--- src/logic/board_pkg.sv ---
//----------------------------
// Board control package
// Widths, timing constants and the
// control and status word layouts
//----------------------------
`default_nettype none

package board_pkg;

    // Input widths
    localparam int BTN_W = 2;
    localparam int CFG_W = 2;

    // Timing on the 27 MHz reference
    localparam int CLK27_TICKS_PER_MS = 27000;
    localparam int MS_CTR_W = 15;
    localparam int WARN_CTR_W = 24;

    // Backlight timeout thresholds in milliseconds
    localparam logic [MS_CTR_W-1:0] BL_MS_3S = 15'd3000;
    localparam logic [MS_CTR_W-1:0] BL_MS_10S = 15'd10000;
    localparam logic [MS_CTR_W-1:0] BL_MS_30S = 15'd30000;

    // Backlight timeout setting
    typedef logic [1:0] bl_time_t;

    localparam bl_time_t BL_TIME_OFF = 2'd0;
    localparam bl_time_t BL_TIME_3S = 2'd1;
    localparam bl_time_t BL_TIME_10S = 2'd2;
    localparam bl_time_t BL_TIME_30S = 2'd3;

    // CPU system control word, bit 0 is hw_reset_n
    typedef struct packed {
        logic [22:0] reserved;
        logic        remote_event;
        logic        sd_ss_n;
        logic        lcd_cs_n;
        logic        lcd_rs;
        logic        lcd_bl_on;
        bl_time_t    lcd_bl_time;
        logic        enable_sc;
        logic        hw_reset_n;
    } sys_ctrl_t;

    // Status word read back by the CPU
    typedef struct packed {
        logic             vsync_flag;
        logic             pll_activeclock;
        logic             cfg0;
        logic [BTN_W-1:0] btn;
    } status_t;

endpackage

`default_nettype wire

--- src/logic/ctrl_sync_if.sv ---
//----------------------------
// Synchronized board inputs
// From input_sync to its consumers
//----------------------------
`timescale 1ns/1ps
`default_nettype none

interface ctrl_sync_if import board_pkg::*; ();

    logic [BTN_W-1:0] btn;
    logic [CFG_W-1:0] cfg;
    // Inverted vertical sync, high during active video
    logic             vsync_flag;
    // One cycle per resync event
    logic             resync_rise;

    modport src (
        output btn, cfg, vsync_flag, resync_rise
    );

    modport dst (
        input btn, cfg, vsync_flag, resync_rise
    );

endinterface

`default_nettype wire

--- src/logic/input_sync.sv ---
//----------------------------
// Input synchronizers
// Button and vsync synchronizers, strap
// latch and resync edge detection
//----------------------------
`timescale 1ns/1ps
`default_nettype none

module input_sync import board_pkg::*; (
    input  wire logic             clk27,
    input  wire logic             po_reset_n,
    input  wire logic [BTN_W-1:0] btn_i,
    input  wire logic [CFG_W-1:0] cfg_i,
    input  wire logic             vsync_i,
    input  wire logic             resync_strobe_i,
    ctrl_sync_if.src              sync
);

    logic [BTN_W-1:0] btn_meta;
    logic             vsync_meta;
    logic             cfg_stored;
    logic             resync_meta;
    logic             resync_sync;
    logic             resync_prev;

    // Buttons and vsync, two flops each
    always_ff @(posedge clk27 or negedge po_reset_n) begin
        if (!po_reset_n) begin
            btn_meta <= '0;
            sync.btn <= '0;
            vsync_meta <= 1'b0;
            sync.vsync_flag <= 1'b0;
        end else begin
            btn_meta <= btn_i;
            sync.btn <= btn_meta;
            // Inverted on the way in
            vsync_meta <= ~vsync_i;
            sync.vsync_flag <= vsync_meta;
        end
    end

    // Straps are taken once, on the first clock out of reset
    always_ff @(posedge clk27 or negedge po_reset_n) begin
        if (!po_reset_n) begin
            cfg_stored <= 1'b0;
            sync.cfg <= '0;
        end else begin
            if (!cfg_stored)
                sync.cfg <= cfg_i;
            cfg_stored <= 1'b1;
        end
    end

    // Resync strobe comes from another clock domain
    always_ff @(posedge clk27 or negedge po_reset_n) begin
        if (!po_reset_n) begin
            resync_meta <= 1'b0;
            resync_sync <= 1'b0;
            resync_prev <= 1'b0;
            sync.resync_rise <= 1'b0;
        end else begin
            resync_meta <= resync_strobe_i;
            resync_sync <= resync_meta;
            resync_prev <= resync_sync;
            sync.resync_rise <= resync_sync & ~resync_prev;
        end
    end

endmodule

`default_nettype wire

--- src/logic/backlight_timer.sv ---
//----------------------------
// LCD backlight timer
// Counts milliseconds since the last
// remote event, flags the timeout
//----------------------------
`timescale 1ns/1ps
`default_nettype none

module backlight_timer import board_pkg::*; #(
    parameter int TICKS_PER_MS = CLK27_TICKS_PER_MS
) (
    input  wire logic     clk27,
    input  wire logic     po_reset_n,
    input  wire logic     remote_event_i,
    input  wire bl_time_t bl_time_i,
    output logic          bl_timeout_o
);

    localparam int PRE_W = $clog2(TICKS_PER_MS + 1);
    localparam logic [PRE_W-1:0] PRE_LAST = PRE_W'(TICKS_PER_MS - 1);

    logic [PRE_W-1:0]    pre_ctr;
    logic [MS_CTR_W-1:0] ms_ctr;
    logic                remote_event_prev;

    // Prescaler and saturating ms counter, restarted by any remote event
    always_ff @(posedge clk27 or negedge po_reset_n) begin
        if (!po_reset_n) begin
            pre_ctr <= '0;
            ms_ctr <= '0;
            remote_event_prev <= 1'b0;
        end else begin
            remote_event_prev <= remote_event_i;
            if (remote_event_i != remote_event_prev) begin
                pre_ctr <= '0;
                ms_ctr <= '0;
            end else if (pre_ctr == PRE_LAST) begin
                pre_ctr <= '0;
                if (ms_ctr != '1)
                    ms_ctr <= ms_ctr + 1'b1;
            end else begin
                pre_ctr <= pre_ctr + 1'b1;
            end
        end
    end

    // Compare against the selected threshold
    always_ff @(posedge clk27 or negedge po_reset_n) begin
        if (!po_reset_n) begin
            bl_timeout_o <= 1'b0;
        end else begin
            case (bl_time_i)
                BL_TIME_3S:  bl_timeout_o <= (ms_ctr >= BL_MS_3S);
                BL_TIME_10S: bl_timeout_o <= (ms_ctr >= BL_MS_10S);
                BL_TIME_30S: bl_timeout_o <= (ms_ctr >= BL_MS_30S);
                // Off never times out
                default:     bl_timeout_o <= 1'b0;
            endcase
        end
    end

endmodule

`default_nettype wire

--- src/logic/sync_warn.sv ---
//----------------------------
// Sync-loss warning
// Hold counters that stretch resync
// events and PLL lock loss
//----------------------------
`timescale 1ns/1ps
`default_nettype none

module sync_warn import board_pkg::*; #(
    parameter int CTR_W = WARN_CTR_W
) (
    input  wire logic clk27,
    input  wire logic po_reset_n,
    input  wire logic enable_sc_i,
    input  wire logic pll_locked_i,
    input  wire logic pll_areset_i,
    ctrl_sync_if.dst  sync,
    output logic      warn_active_o
);

    logic [CTR_W-1:0] resync_ctr;
    logic [CTR_W-1:0] pll_ctr;

    // Resync hold, frozen while scaling is disabled
    always_ff @(posedge clk27 or negedge po_reset_n) begin
        if (!po_reset_n) begin
            resync_ctr <= '0;
        end else if (enable_sc_i) begin
            if (sync.resync_rise)
                resync_ctr <= '1;
            else if (resync_ctr != '0)
                resync_ctr <= resync_ctr - 1'b1;
        end
    end

    // PLL lock loss hold
    // Parked at 1 while unlocked, then runs up until it wraps to zero
    always_ff @(posedge clk27 or negedge po_reset_n) begin
        if (!po_reset_n) begin
            pll_ctr <= '0;
        end else begin
            if (!pll_areset_i && !pll_locked_i)
                pll_ctr <= CTR_W'(1);
            else if (pll_ctr != '0)
                pll_ctr <= pll_ctr + 1'b1;
        end
    end

    assign warn_active_o = (resync_ctr != '0) | (pll_ctr != '0);

endmodule

`default_nettype wire

--- src/logic/panel_status.sv ---
//----------------------------
// Panel status
// LED drive, CPU status word and PLL
// reference switch request
//----------------------------
`timescale 1ns/1ps
`default_nettype none

module panel_status import board_pkg::*; (
    input  wire logic clk27,
    input  wire logic po_reset_n,
    input  wire logic warn_active_i,
    input  wire logic enable_sc_i,
    input  wire logic pll_activeclock_i,
    ctrl_sync_if.dst  sync,
    output logic      led_r_o,
    output logic      led_g_o,
    output status_t   status_o,
    output logic      pll_clkswitch_o
);

    // Red shows any warning
    assign led_r_o = warn_active_i;

    // Strap bit 1 keeps green lit regardless of warnings
    assign led_g_o = ~warn_active_i | sync.cfg[1];

    always_comb begin
        status_o.btn = sync.btn;
        status_o.cfg0 = sync.cfg[0];
        status_o.pll_activeclock = pll_activeclock_i;
        status_o.vsync_flag = sync.vsync_flag;
    end

    // Request a reference switch whenever the active clock differs
    // from the one implied by enable_sc
    always_ff @(posedge clk27 or negedge po_reset_n) begin
        if (!po_reset_n) begin
            pll_clkswitch_o <= 1'b0;
        end else begin
            pll_clkswitch_o <= (pll_activeclock_i != enable_sc_i);
        end
    end

endmodule

`default_nettype wire

--- src/logic/board_ctrl.sv ---
//----------------------------
// Board control top level
// Decodes the CPU control word, drives
// LEDs, backlight and PLL switchover
//----------------------------
`timescale 1ns/1ps
`default_nettype none

module board_ctrl import board_pkg::*; #(
    parameter int TICKS_PER_MS = CLK27_TICKS_PER_MS,
    parameter int WARN_W = WARN_CTR_W
) (
    input  wire logic             clk27,
    input  wire logic             po_reset_n,
    input  wire logic [31:0]      sys_ctrl_i,
    input  wire logic [BTN_W-1:0] btn_i,
    input  wire logic [CFG_W-1:0] cfg_i,
    input  wire logic             vsync_i,
    input  wire logic             resync_strobe_i,
    input  wire logic             pll_locked_i,
    input  wire logic             pll_areset_i,
    input  wire logic             pll_activeclock_i,
    output status_t               status_o,
    output logic                  led_r_o,
    output logic                  led_g_o,
    output logic                  lcd_bl_o,
    output logic                  lcd_cs_n_o,
    output logic                  lcd_rs_o,
    output logic                  sd_ss_n_o,
    output logic                  hw_reset_n_o,
    output logic                  pll_clkswitch_o
);

    sys_ctrl_t ctrl;
    logic      bl_timeout;
    logic      warn_active;

    ctrl_sync_if sync_if ();

    assign ctrl = sys_ctrl_t'(sys_ctrl_i);

    // Direct decode of the control word
    assign lcd_cs_n_o = ctrl.lcd_cs_n;
    assign lcd_rs_o = ctrl.lcd_rs;
    assign sd_ss_n_o = ctrl.sd_ss_n;
    assign hw_reset_n_o = ctrl.hw_reset_n;
    assign lcd_bl_o = ctrl.lcd_bl_on & ~bl_timeout;

    input_sync u_input_sync (
        .clk27           (clk27),
        .po_reset_n      (po_reset_n),
        .btn_i           (btn_i),
        .cfg_i           (cfg_i),
        .vsync_i         (vsync_i),
        .resync_strobe_i (resync_strobe_i),
        .sync            (sync_if.src)
    );

    backlight_timer #(
        .TICKS_PER_MS (TICKS_PER_MS)
    ) u_backlight_timer (
        .clk27          (clk27),
        .po_reset_n     (po_reset_n),
        .remote_event_i (ctrl.remote_event),
        .bl_time_i      (ctrl.lcd_bl_time),
        .bl_timeout_o   (bl_timeout)
    );

    sync_warn #(
        .CTR_W (WARN_W)
    ) u_sync_warn (
        .clk27         (clk27),
        .po_reset_n    (po_reset_n),
        .enable_sc_i   (ctrl.enable_sc),
        .pll_locked_i  (pll_locked_i),
        .pll_areset_i  (pll_areset_i),
        .sync          (sync_if.dst),
        .warn_active_o (warn_active)
    );

    panel_status u_panel_status (
        .clk27             (clk27),
        .po_reset_n        (po_reset_n),
        .warn_active_i     (warn_active),
        .enable_sc_i       (ctrl.enable_sc),
        .pll_activeclock_i (pll_activeclock_i),
        .sync              (sync_if.dst),
        .led_r_o           (led_r_o),
        .led_g_o           (led_g_o),
        .status_o          (status_o),
        .pll_clkswitch_o   (pll_clkswitch_o)
    );

endmodule

`default_nettype wire

--- config.mk ---
export PLATFORM = sky130hd
export DESIGN_NAME = board_ctrl
export DESIGN_NICKNAME = d
export VERILOG_FILES = /design/src/logic/board_pkg.sv /design/src/logic/ctrl_sync_if.sv /design/src/logic/input_sync.sv /design/src/logic/backlight_timer.sv /design/src/logic/sync_warn.sv /design/src/logic/panel_status.sv /design/src/logic/board_ctrl.sv
export SDC_FILE = /design/constraint.sdc
export NUM_CORES = 1
export LEC_CHECK = 0
export BUFFER_PORTS_ARGS = -buffer_cell sky130_fd_sc_hd__buf_2
export CORE_MARGIN = 3
export CORE_UTILIZATION = 36
export DETAILED_ROUTE_END_ITERATION = 10
export PLACE_DENSITY = 0.51
export SLEW_MARGIN = 20
export SYNTH_ARGS = -nofsm -noshare
export SYNTH_HDL_FRONTEND = slang
export SYNTH_SLANG_ARGS = --single-unit
--- constraint.sdc ---
create_clock -name clk27 -period 7.3 [get_ports clk27]
set_clock_uncertainty 0.1 [all_clocks]
set_input_delay 0.73 -clock clk27 [delete_from_list [all_inputs] [get_ports clk27]]
set_output_delay 0.73 -clock clk27 [all_outputs]
set_load 0.03 [all_outputs]
; After elaboration in Yosys (flattened, before gate mapping)
; Index checks and enable logic that the tools add are counted.
; Widths: inputs -> output; s select.
[totals]
ff_bits = 94
inputBits = 43
output_inout_bits = 13
word_cells = 60
[op_classes]
addsub = 4
magnitude_cmp = 3
eq_ne = 7
muxes = 10
n_bitwise = 8
n_reduce_logical = 11
[ops]
columns = operator, count
row1 = $mux 24, 4
row2 = $mux 15, 5
row3 = $reduce_bool 24->1, 2
row4 = $add 15x1->15 const B, 2
row5 = $add 24x1->24 const B, 1
row6 = $sub 24x1->24 const B, 1
row7 = $eq 15x15->1 const B, 1
row8 = $ge 15x12->1 const B, 1
row9 = $ge 15x14->1 const B, 1
row10 = $ge 15x15->1 const B, 1
row11 = $ne 15x15->1 const B, 1
row12 = $reduce_bool 2->1, 4
row13 = $eq 2x2->1 const B, 2
row14 = $not 1->1, 4
row15 = $reduce_and 2->1, 2
row16 = $pmux 1 s3, 1
row17 = $and 1x1->1, 2
row18 = $eq 2x1->1 const B, 1
row19 = $logic_not 1->1, 2
row20 = $ne 1x1->1, 2
row21 = $or 1x1->1, 2
row22 = $logic_and 1x1->1, 1

; Longest topological paths before layout
; Gate-level depths: netlist of the first run.
[logic_depth]
depth_word = 4
depth_mapped = 8
ltp_nobuf = 7

; Modules after synthesis
; Synthesis of the first run repeated with hierarchy kept, for this count alone.
[unflattened]
hier_cells = 522
hier_area_um2 = 4953.5
[modules_own_cells]
columns = module, n_inst, cells_per_inst, area_each_um2, seq_area_each_um2
row1 = sync_warn, 1, 309, 2765.2, 1201.2
row2 = backlight_timer, 1, 181, 1697.9, 800.8
row3 = input_sync, 1, 18, 361.6, 325.3
row4 = panel_status, 1, 9, 85.1, 25.0
row5 = board_ctrl, 1, 5, 43.8, 0.0

; Worst setup path before layout of the first run
; No wires, ideal clock.
[synth_timing]
kind = register -> output
from = register u_sync_warn.resync_ctr[0]
to = output port led_g_o
arrival_time_ns = 1.774
t_required_ns = 6.470
setup_slack_ns = 4.696
stages_incl_launch_ff = 8
path_buffers = 0
cell_sequence = dfrtp_1 -> inv_1 -> ha_1 -> nor4b_1 -> nand3_1 -> nor2_1 -> nand2_1 -> nand2b_1
[synth_via]
elab_chain_cells = 4
[synth_rtl]
columns = element, line_no
row1 = from (decl), sync_warn.sv:21  ; logic [CTR_W-1:0] resync_ctr;
row2 = from (signal assigned), sync_warn.sv:32  ; resync_ctr <= resync_ctr - 1'b1;
row3 = $reduce_bool 24->1, sync_warn.sv:49  ; assign warn_active_o = (resync_ctr != '0) | (pll_ctr != '0);
row4 = $or 1x1->1, sync_warn.sv:49
row5 = net led_r_o, board_ctrl.sv:24  ; output logic led_r_o,
row6 = $not 1->1, panel_status.sv:26  ; assign led_g_o = ~warn_active_i | sync.cfg[1];
row7 = $or 1x1->1, panel_status.sv:26
row8 = to (decl), board_ctrl.sv:25  ; output logic led_g_o,
; The timed path passes the listed nets, and every way through them passes these cells.

; Worst setup path after layout of the first run
[layout_timing]
from = register u_sync_warn.resync_ctr[16]
to = output port led_g_o
[layout_via]
elab_chain_cells = 4
[layout_rtl]
columns = element, line_no
row1 = $reduce_bool 24->1, sync_warn.sv:49
row2 = $or 1x1->1, sync_warn.sv:49
row3 = $not 1->1, panel_status.sv:26
row4 = $or 1x1->1, panel_status.sv:26
; Every way passes these cells.

==> results of run 1 <==
[metal layers]
layer  track usage  share of wire
met5             0              0
met4       0.03989          0.012
met3       0.04562          0.034
met2        0.2401           0.46
met1        0.2062           0.49
[stage by stage]
stage	hold slack [ps]	total power (W)
global route	260.7	0.001389
finish	248.5	0.001307
CTS	251.4	0.001323
floorplan	231.2	0.0008016
detailed placement	235.5	0.0008681
global placement	233.7	0.0008587
[flip-flops by register name (all words and copies together) (netlist names), 2 cells and up]
signal,cells
u_sync_warn.resync_ctr,24
u_input_sync.sync.btn,2
u_input_sync.btn_meta,2
u_input_sync.sync.cfg,2
u_backlight_timer.pre_ctr,15
u_backlight_timer.ms_ctr,15
u_sync_warn.pll_ctr,24
[how the worst max path moves through the flow]
stage,end,depth (start not counted),start,slack [ps]
2_1_floorplan,led_g_o,7,u_sync_warn.resync_ctr[0],4700
3_3_place_gp,u_backlight_timer.ms_ctr[11],5,u_backlight_timer.pre_ctr[12],4040
3_5_place_dp,u_backlight_timer.ms_ctr[11],5,u_backlight_timer.pre_ctr[12],3980
4_1_cts,u_backlight_timer.ms_ctr[11],5,u_backlight_timer.pre_ctr[12],3960
5_1_grt,led_g_o,6,u_sync_warn.resync_ctr[16],3930
6_report,led_g_o,6,u_sync_warn.resync_ctr[16],4110
[power groups by stage]
stage | sequential (W) | combinational, W | clock (W)
global route | 0.000648 | 0.000255 | 0.000485
global placement | 0.000643 | 0.000216 | 0
floorplan | 0.000626 | 0.000176 | 0
CTS | 0.000637 | 0.000223 | 0.000463
detailed placement | 0.000646 | 0.000222 | 0
finish | 0.000638 | 0.000221 | 0.000447
[worst reg2reg max path, stage by stage, from the launching register on]
cell and delay, ps:
dfrtp_1 410, or4b_4 560, o41ai_4 620, buf_6 230
o31ai_2 220, or4_1 520, a21oi_1 150
[cell families after synthesis]
logic type / share of synthesized area
and+or+nand+nor: 0.2717
DFF: 0.4823
AOI/OAI and AO/OA: 0.1165
buffers and inverters: 0.03540
xor gates and xnor gates: 0.06644
adders and majority gates: 0.01796
muxes: 0.008979
other: 0.0007689
[final cells by class]
| class | instances | share of cell area |
|---|---|---|
| multi-input combinational | 385 | 0.4372 |
| sequential | 94 | 0.4331 |
| clock buffer | 11 | 0.04469 |
| tap | 172 | 0.03962 |
| timing repair buffer | 29 | 0.03018 |
| inverter | 13 | 0.008984 |
| clock inverter | 5 | 0.006220 |
[cells in the mapped netlist (all sizes together) (2+ instances only)]
| cell type | count |
|---|---|
| dfrtp | 94 |
| nor2 | 79 |
| nand2 | 32 |
| nand3 | 25 |
| nor3 | 25 |
| o21ai | 20 |
| xor2 | 20 |
| nor4 | 18 |
| clkbuf | 17 |
| xnor2 | 17 |
| a21oi | 15 |
| nand4 | 14 |
| or3 | 14 |
| inv | 13 |
| and4 | 12 |
| a311oi | 9 |
| and3 | 9 |
| buf | 9 |
| or4 | 8 |
| a211oi | 7 |
| ha | 7 |
| nor4b | 5 |
| o211ai | 4 |
| o31ai | 4 |
| a31oi | 3 |
| mux2 | 3 |
| nand2b | 3 |
| nor2b | 3 |
| o21bai | 3 |
| o31a | 3 |
| nand3b | 2 |
| o22ai | 2 |
| o41ai | 2 |
| or2 | 2 |
==> results_dict.tcl, run 1 <==
set metrics [dict create \
    die_height_um 122.4 \
    cts_hold_buf 0 \
    syn_avg_cell_area_um2 9.415 \
    netlist.top_cell.by_area "dfrtp_1" \
    critPathMaxStageDelay_ps 590 \
    worstMarginPinSlew_ps 968.6 \
    layout_common_cells "dfrtp_1 (94), nor2_1 (78), nand2_1 (32), nand3_1 (25), nor3_1 (25)" \
    placed_area_um2 5124 \
    rsz0062_at_grt "no" \
    grt_max_degree 56 \
    netlist_top_cells_area "dfrtp_1 (48%), nor2_1 (6.1%), xor2_1 (3.6%)" \
    netlist_area_um2 4877 \
    critPathLaunchType "flop" \
    power.leakage_nw 2.202 \
    grt-ovfl-total 0 \
    cts_setup_buffers 0 \
    numCtsBuffers 9 \
    port_buffers 24 \
    grt_use_total 0.1526 \
    cts_root_buf "clkbuf_16" \
    end_kind "output port" \
    row_count 41 \
    syn_inst 518 \
    ys.flop_type "dfrtp_1" \
    ir_drop_v 0.0001681 \
    switching_share 0.3095 \
    drt_iter0_drc 263 \
    crit_fanout 7 \
    worst_hold_path_type "reg -> reg" \
    crit_type "reg -> out" \
    drt_pass1_iterations 4 \
    cp_data_required_time_ps 6470 \
    synth_top_area_share 0.4823 \
    clkSinkCount 94 \
    dpl.cell_count 692 \
    antenna_cells 0 \
    layout_commonest_cell "dfrtp_1" \
    power_switching_w 0.0004045 \
    internal_power_w 0.0009025 \
    timing.final.ws_setup_ps 4105 \
    cts_max_path_buffers 2 \
    hold_violations 0 \
    place_ws_ps 3980 \
    crit_arrival_ps 2360 \
    worstPathCellList "nor4_1 -> nand3_1 -> nor2_1 -> nand2_1 -> nand2b_1 -> buf_2" \
    max-slew-margin-rel 0.3504 \
    outcome "complete, no violations" \
    seq_area_frac_synth 0.4823 \
    htree_num_levels 3 \
    cp_top_family "simple AND/OR/NAND/NOR gates" \
    routedWlPerCell_um 15.00 \
    gp_congestion 0.8127 \
    start_util 0.3773 \
    fill_cells 1281 \
    viasPerCell 5.449 \
    finalMaxSlewViolations 0 \
    cap_viol_max_count 0 \
    drive_gt1_frac 0.1080 \
    cp_num_buf_inv 1 \
    grt_pass1_vias 3686 \
    stdcell_count 709 \
    core_area_um2 12930 \
    hold_end "u_input_sync.sync.btn[1]" \
    comb_power_share 0.169 \
    crit_path_top_delay_cell "nor4_1" \
    syn-num-nets 568 \
    hold_start "u_input_sync.btn_meta[1]" \
    clock_latency_ps 350 \
    worst_r2r_startpoint "u_backlight_timer.pre_ctr[12]" \
    synth_warnings 0 \
    r2r_cells 6 \
    antenna_found_initial 0 \
    seqPwrFrac 0.488 \
    cts_resized 0 \
    routed_wl_mm 10.64 \
    min_delay_path_depth 0 \
    clk_pin_slew_ps 70 \
    synth-async-reset-ratio 1.000 \
    synth_edf_count 0 \
    tritoncts "yes" \
    ant_nets 0 \
    vias 3863 \
    multi_input_area_um2 2375 \
    syn2layout_area_growth_pct 11.36 \
    rrSetupSlack_ps 4420 \
    final.setup.tns_ps 0 \
    min_period_over_period 0.4376 \
    final_cell_area_um2 5431 \
    drc 0 \
    clockPowerShare 0.342 \
    die-area_um2 14980 \
    fin_crit_ps 3195 \
    utilization 0.4202 \
    register_area_um2 2352 \
    fmax_mhz 313.0 \
    nNetsFinal 582 \
    ys_types 53 \
    grt_first_pass_wirelength_mm 18.30 \
    p_per_area_nw_per_um2 240.6 \
    ys_ff_latch 94 \
    setup_viol 0 \
    worstReg2RegEnd "u_backlight_timer.ms_ctr[11]" \
    ios 56 \
    dieWidth_um 122.4 \
    hpwlAfterDp_mm 6.902 \
]
(Power assumes the default switching activity.)
==> run 2: changes to the inputs <==
==> constraint.sdc (replaced) <==
create_clock -name clk27 -period 3.15 [get_ports clk27]
set_clock_uncertainty 0.1 [all_clocks]
set_input_delay 0.315 -clock clk27 [delete_from_list [all_inputs] [get_ports clk27]]
set_output_delay 0.315 -clock clk27 [all_outputs]
set_load 0.03 [all_outputs]
==> run 2 against run 1 <==
First-iteration DRC count is 26% lower. Utilization is 0.67 points higher. Highest routed layer unchanged. Die area stayed put. Power is 130% higher. Cell area is 1.6% higher. Clock power is 130% higher. Critical path type is now reg -> reg. Largest power group unchanged. Sequential share of layout area is 0.68 points lower. Non-clock buffer count is 13 higher. Via count is 0.83% higher.
==> results_dict.tcl, run 2 (synthesized netlist as in run 1, its figures left out) <==
set metrics [dict create \
    die-area_um2 14980 \
    grt_pass1_vias 3831 \
    dieWidth_um 122.4 \
    setup_viol 0 \
    tritoncts "yes" \
    fin_crit_ps 2666 \
    hold_start "sys_ctrl_i[8]" \
    crit_fanout 16 \
    ant_nets 0 \
    power.leakage_nw 2.268 \
    drive_gt1_frac 0.1095 \
    grt-ovfl-total 0 \
    clkSinkCount 94 \
    grt_use_total 0.1529 \
    drt_pass1_iterations 4 \
    ios 56 \
    viasPerCell 5.410 \
    internal_power_w 0.002139 \
    min_delay_path_depth 1 \
    crit_type "reg -> reg" \
    drc 0 \
    nNetsFinal 595 \
    min_period_over_period 0.8465 \
    drt_iter0_drc 195 \
    antenna_found_initial 0 \
    switching_share 0.2949 \
    multi_input_area_um2 2352 \
    finalMaxSlewViolations 0 \
    reg.largest.list "u_sync_warn.pll_ctr (24), u_sync_warn.resync_ctr (24)" \
    cts_root_buf "clkbuf_16" \
    ir_drop_v 0.0004356 \
    max-slew-margin-rel 0.3540 \
    hold_violations 0 \
    grt_first_pass_wirelength_mm 18.35 \
    fill_cells 1322 \
    syn2layout_area_growth_pct 13.13 \
    core_area_um2 12930 \
    power_switching_w 0.0008948 \
    hold_end "u_backlight_timer.remote_event_prev" \
    end_kind "flop" \
    rrSetupSlack_ps 480 \
    numCtsBuffers 9 \
    gp_congestion 0.7737 \
    power_w 0.003034 \
    cp_data_required_time_ps 3320 \
    layout_common_cells "dfrtp_1 (94), nor2_1 (79), nand2_1 (32), nand3_1 (25), nor3_1 (25)" \
    seqPwrFrac 0.486 \
    cap_viol_max_count 0 \
    worstReg2RegEnd "u_backlight_timer.ms_ctr[11]" \
    comb_power_share 0.173 \
    clk_pin_slew_ps 60 \
    utilization 0.4268 \
    register_area_um2 2352 \
    worst_r2r_startpoint "u_backlight_timer.pre_ctr[12]" \
    r2r_cells 5 \
    placed_area_um2 5189 \
    htree_num_levels 3 \
    grt_max_degree 84 \
    final.setup.tns_ps 0 \
    fmax_mhz 375.0 \
    layout_commonest_cell "dfrtp_1" \
    cts_max_path_buffers 2 \
    port_buffers 24 \
    critPathLaunchType "flop" \
    die_height_um 122.4 \
    final_cell_area_um2 5518 \
    crit_arrival_ps 2840 \
    routedWlPerCell_um 14.33 \
    rsz0062_at_grt "no" \
    hpwlAfterDp_mm 6.701 \
    p_per_area_nw_per_um2 549.9 \
    worstMarginPinSlew_ps 963.2 \
    worst_hold_path_type "in -> reg" \
    routed_wl_mm 10.32 \
    outcome "complete, no violations" \
    start_util 0.3773 \
    vias 3895 \
    antenna_cells 0 \
    row_count 41 \
    clockPowerShare 0.341 \
    clock_latency_ps 350 \
]
-- run 2: cell types whose count changed in the layout (fill, tap and decap cells not counted), moves of 2 or more --
| cell | change |
|---|---|
| clkbuf_8 | +2 |
| clkinvlp_4 | -2 |
| buf_4 | +8 |
| dlygate4sd3_1 | +5 |
-- run 2: worst max-delay path by stage --
stage,startpoint,to,slack (ps),cells past startpoint
floorplan,u_backlight_timer.pre_ctr[12],u_backlight_timer.ms_ctr[11],730,5
global placement,u_backlight_timer.pre_ctr[12],u_backlight_timer.ms_ctr[11],540,5
detailed placement,u_backlight_timer.pre_ctr[12],u_backlight_timer.ms_ctr[11],510,5
CTS,u_sync_warn.resync_ctr[0],led_g_o,470,8
global route,u_sync_warn.resync_ctr[1],led_g_o,230,8
finish,u_backlight_timer.pre_ctr[12],u_backlight_timer.ms_ctr[11],480,5
-- run 2: layout make-up --
| type | instances | area share |
|---|---|---|
| well taps | 172 | 0.03900 |
| repair buffers | 42 | 0.04966 |
| clock inverters | 1 | 0.0009070 |
| clock buffers | 13 | 0.04898 |
| multi-input cells | 385 | 0.4263 |
| inverters | 13 | 0.008844 |
| flip-flops and latches | 94 | 0.4263 |
-- run 2: per-stage QoR --
step / instances / setup slack (ps) / hold WS, ps
floorplan: 518 / 734.7 / -80.59
finish: 720 / 483.6 / 20.02
global placement: 701 / 540.2 / 235.0
CTS: 719 / 470.7 / 3.681
global route: 720 / 226.9 / 9.740
detailed placement: 701 / 510.9 / 237.2
-- run 2: what timing repair did --
item / 4_1_cts / 5_1_grt
hold buffers: 4 / 1
buffers inserted: 0 / 0
resized for setup: 0 / 0
endpoints found under the hold margin: 4 / 20
-- run 2: per-layer routing --
layer | track usage | wire (um) | vias to the layer above
met5 | 0 | 0 | -
met4 | 0.04969 | 135 | 0
met3 | 0.04378 | 392 | 11
met2 | 0.2422 | 4654 | 53
met1 | 0.2024 | 5134 | 1903
li1 | - | - | 1928
-- run 2: worst max-delay path, cell delays in order (launching register included) --
cell and delay, ps:
dfrtp_1 400, or4b_4 560, o41ai_4 520, o31ai_2 320, or4_1 540, a21oi_1 160
-- run 2: power by group through the flow --
stage	Sequential [W]	Combinational, W	Clock (W)
2_1_floorplan	0.00145	0.000407	0
3_3_place_gp	0.00149	0.000514	0
3_5_place_dp	0.00150	0.000527	0
4_1_cts	0.00147	0.000534	0.00108
5_1_grt	0.00150	0.000610	0.00112
6_report	0.00147	0.000526	0.00103
==> run 3: changes to the inputs <==
--- a/config.mk
+++ b/config.mk
@@ -5,11 +5,12 @@
 export SDC_FILE = /design/constraint.sdc
 export NUM_CORES = 1
 export LEC_CHECK = 0
+export ABC_AREA = 1
 export BUFFER_PORTS_ARGS = -buffer_cell sky130_fd_sc_hd__buf_2
 export CORE_MARGIN = 3
 export CORE_UTILIZATION = 36
 export DETAILED_ROUTE_END_ITERATION = 10
-export PLACE_DENSITY = 0.51
+export PLACE_DENSITY = 0.5
 export SLEW_MARGIN = 20
 export SYNTH_ARGS = -nofsm -noshare
 export SYNTH_HDL_FRONTEND = slang
==> constraint.sdc (replaced) <==
create_clock -name clk27 -period 2.5 [get_ports clk27]
set_clock_uncertainty 0.1 [all_clocks]
set_input_delay 0.25 -clock clk27 [delete_from_list [all_inputs] [get_ports clk27]]
set_output_delay 0.25 -clock clk27 [all_outputs]
set_load 0.03 [all_outputs]
==> run 3 against run 2 <==
Cell area up 10%. Worst hold slack worse by 6.7 ps. Critical path depth up 1. Area after synthesis up 11%. Sequential share of layout area down 4.0 points. Non-clock buffer count down 2. Die area up 11%. Via count up 23%. Wire length up 20%. Power up 26%. Clock-buffer cell count down 1. Combinational power up 25%. Critical endpoint is now led_g_o. Largest power group unchanged. Highest routed layer unchanged.
==> results_dict.tcl, run 3 <==
set metrics [dict create \
    die-area_um2 16570 \
    ios 56 \
    rrSetupSlack_ps 570 \
    start_util 0.3703 \
    drive_gt1_frac 0.07740 \
    outcome "complete, no violations" \
    min_period_over_period 0.9430 \
    grt_pass1_vias 4676 \
    power.leakage_nw 2.901 \
    critPathLaunchType "flop" \
    rsz0062_at_grt "no" \
    yosys-top-cells-count "nand2_1 (219), nor2_1 (134), dfrtp_1 (94)" \
    cts_setup_buffers 0 \
    gp_congestion 0.8728 \
    cp_num_cells 6 \
    layout_commonest_cell "nand2_1" \
    antenna_found_initial 0 \
    drt_pass1_iterations 4 \
    finalMaxSlewViolations 0 \
    port_buffers 24 \
    clkSinkCount 94 \
    cap_viol_max_count 0 \
    netlist.top_cell.by_area "dfrtp_1" \
    htree_num_levels 3 \
    crit_path_start "u_sync_warn.pll_ctr[17]" \
    critPathMaxStageDelay_ps 430 \
    ys.flop_type "dfrtp_1" \
    crit_arrival_ps 2010 \
    cts_root_buf "clkbuf_16" \
    max-slew-margin-rel 0.5887 \
    end_kind "output port" \
    syn2layout_area_growth_pct 12.30 \
    crit_path_top_delay_cell "dfrtp_1" \
    synth.most_common_cell "nand2_1" \
    syn_inst 764 \
    layout_common_cells "nand2_1 (219), nor2_1 (134), dfrtp_1 (94), inv_1 (80), nand3_1 (64)" \
    drc 0 \
    setup_viol 0 \
    tritoncts "yes" \
    seq_area_frac_synth 0.4338 \
    hold_violations 0 \
    clk_pin_slew_ps 70 \
    worstMarginPinSlew_ps 616.9 \
    dieWidth_um 128.7 \
    routed_wl_mm 12.35 \
    cp_data_required_time_ps 2150 \
    routedWlPerCell_um 12.54 \
    synth_top_area_share 0.4338 \
    crit_path_end "led_g_o" \
    row_count 44 \
    ant_nets 0 \
    worst_hold_path_type "in -> reg" \
    synth_edf_count 0 \
    nNetsFinal 846 \
    cp_top_family "simple AND/OR/NAND/NOR gates" \
    syn_avg_cell_area_um2 7.098 \
    fin_crit_ps 2358 \
    place_ws_ps 408.5 \
    crit_fanout 6 \
    cp_num_buf_inv 1 \
    fmax_mhz 424.2 \
    grt_use_total 0.1606 \
    power_w 0.003812 \
    worst_r2r_startpoint "u_sync_warn.resync_ctr[0]" \
    viasPerCell 4.863 \
    ir_drop_v 0.0002992 \
    grt_first_pass_wirelength_mm 21.80 \
    worstReg2RegEnd "u_sync_warn.resync_ctr[1]" \
    netlist_area_um2 5423 \
    vias 4790 \
    cts_max_path_buffers 2 \
    netlist_top_cells_area "dfrtp_1 (43%), nand2_1 (15%), nor2_1 (9.3%)" \
    drt_iter0_drc 295 \
    r2r_cells 8 \
    numCtsBuffers 9 \
    timing.final.ws_setup_ps 142.4 \
    syn-num-nets 814 \
    crit_type "reg -> out" \
    grt_max_degree 46 \
    synth-async-reset-ratio 1.000 \
    p_per_area_nw_per_um2 626.0 \
    synth_warnings 0 \
    fin_hold_ws_ps 13.36 \
    die_height_um 128.7 \
    ys_ff_latch 94 \
    final.setup.tns_ps 0 \
    clock_latency_ps 350 \
    grt-ovfl-total 0 \
    worstPathCellList "or2_0 -> nor3_2 -> nand3_2 -> or2_2 -> nand2_1 -> buf_2" \
    ys_types 33 \
    core_area_um2 14640 \
    reg.largest.list "u_sync_warn.pll_ctr (24), u_sync_warn.resync_ctr (24)" \
    hpwlAfterDp_mm 8.983 \
    antenna_cells 0 \
]
## run 3: changes by cell type after synthesis, moves of 14 or more
cell / previous run / this run
nor2_1: 79 / 134
xnor2_1: 17 / 2
nor4_1: 18 / 0
clkbuf_1: 17 / 3
nand2_1: 32 / 219
inv_1: 13 / 80
nand3_1: 25 / 65
or3_1: 14 / 0
## run 3: logic make-up after synthesis
logic type | synth area share
buffers and inverters | 0.08099
and+or+nand+nor | 0.3793
other | 0.0006915
AOI/OAI and AO/OA | 0.05146
adders and majority gates | 0.01615
xor gates and xnor gates | 0.03553
muxes | 0.002076
DFF | 0.4338
## run 3: timing repair
| action | CTS | global route |
|---|---|---|
| endpoints found under the setup margin | 0 | 2 |
| hold endpoints to repair | 46 | 0 |
| gates resized for setup | 0 | 2 |
| hold buffers | 6 | 0 |
## run 3: cell type report
type                            count  area, um2
Fill cell                        1529       8554
Sequential cell                    94       2352
Tap cell                          184      230.2
Clock inverter                      4      30.03
Multi-Input combinational cell    568       2641
Timing Repair Buffer               40      257.7
Clock buffer                       12      266.5
Inverter                           83      311.5
## run 3: how the worst min path moves through the flow
| stage | endpoint | cells past startpoint | from |
|---|---|---|---|
| 2_1_floorplan | u_backlight_timer.bl_timeout_o | 0 | po_reset_n |
| 3_3_place_gp | u_sync_warn.resync_ctr[13] | 1 | po_reset_n |
| 3_5_place_dp | u_sync_warn.resync_ctr[11] | 1 | po_reset_n |
| 4_1_cts | u_panel_status.pll_clkswitch_o | 2 | pll_activeclock_i |
| 5_1_grt | u_panel_status.pll_clkswitch_o | 2 | pll_activeclock_i |
| 6_report | u_panel_status.pll_clkswitch_o | 2 | pll_activeclock_i |
## run 3: power breakdown
group	internal, W	total (W)	leakage (nW)	switching, W
Clock	0.000758	0.00136	0.145	0.000597
Combinational	0.000232	0.000660	1.54	0.000428
Sequential	0.00165	0.00180	1.22	0.000143
## run 3: layer usage
| layer | GRT usage | share of wire |
|---|---|---|
| met5 | 0 | 0 |
| met1 | 0.2266 | 0.51 |
| met3 | 0.02034 | 0.028 |
| met4 | 0.06362 | 0.015 |
| met2 | 0.2509 | 0.45 |
## run 3: per-stage QoR
step | cell area (um2) | utilization | std cells
floorplan | 5423 | - | 764
global placement | 5723 | 0.3908 | 963
detailed placement | 5723 | 0.3908 | 963
CTS | 6080 | 0.4152 | 985
global route | 6090 | 0.4158 | 985
finish | 6090 | 0.4158 | 985
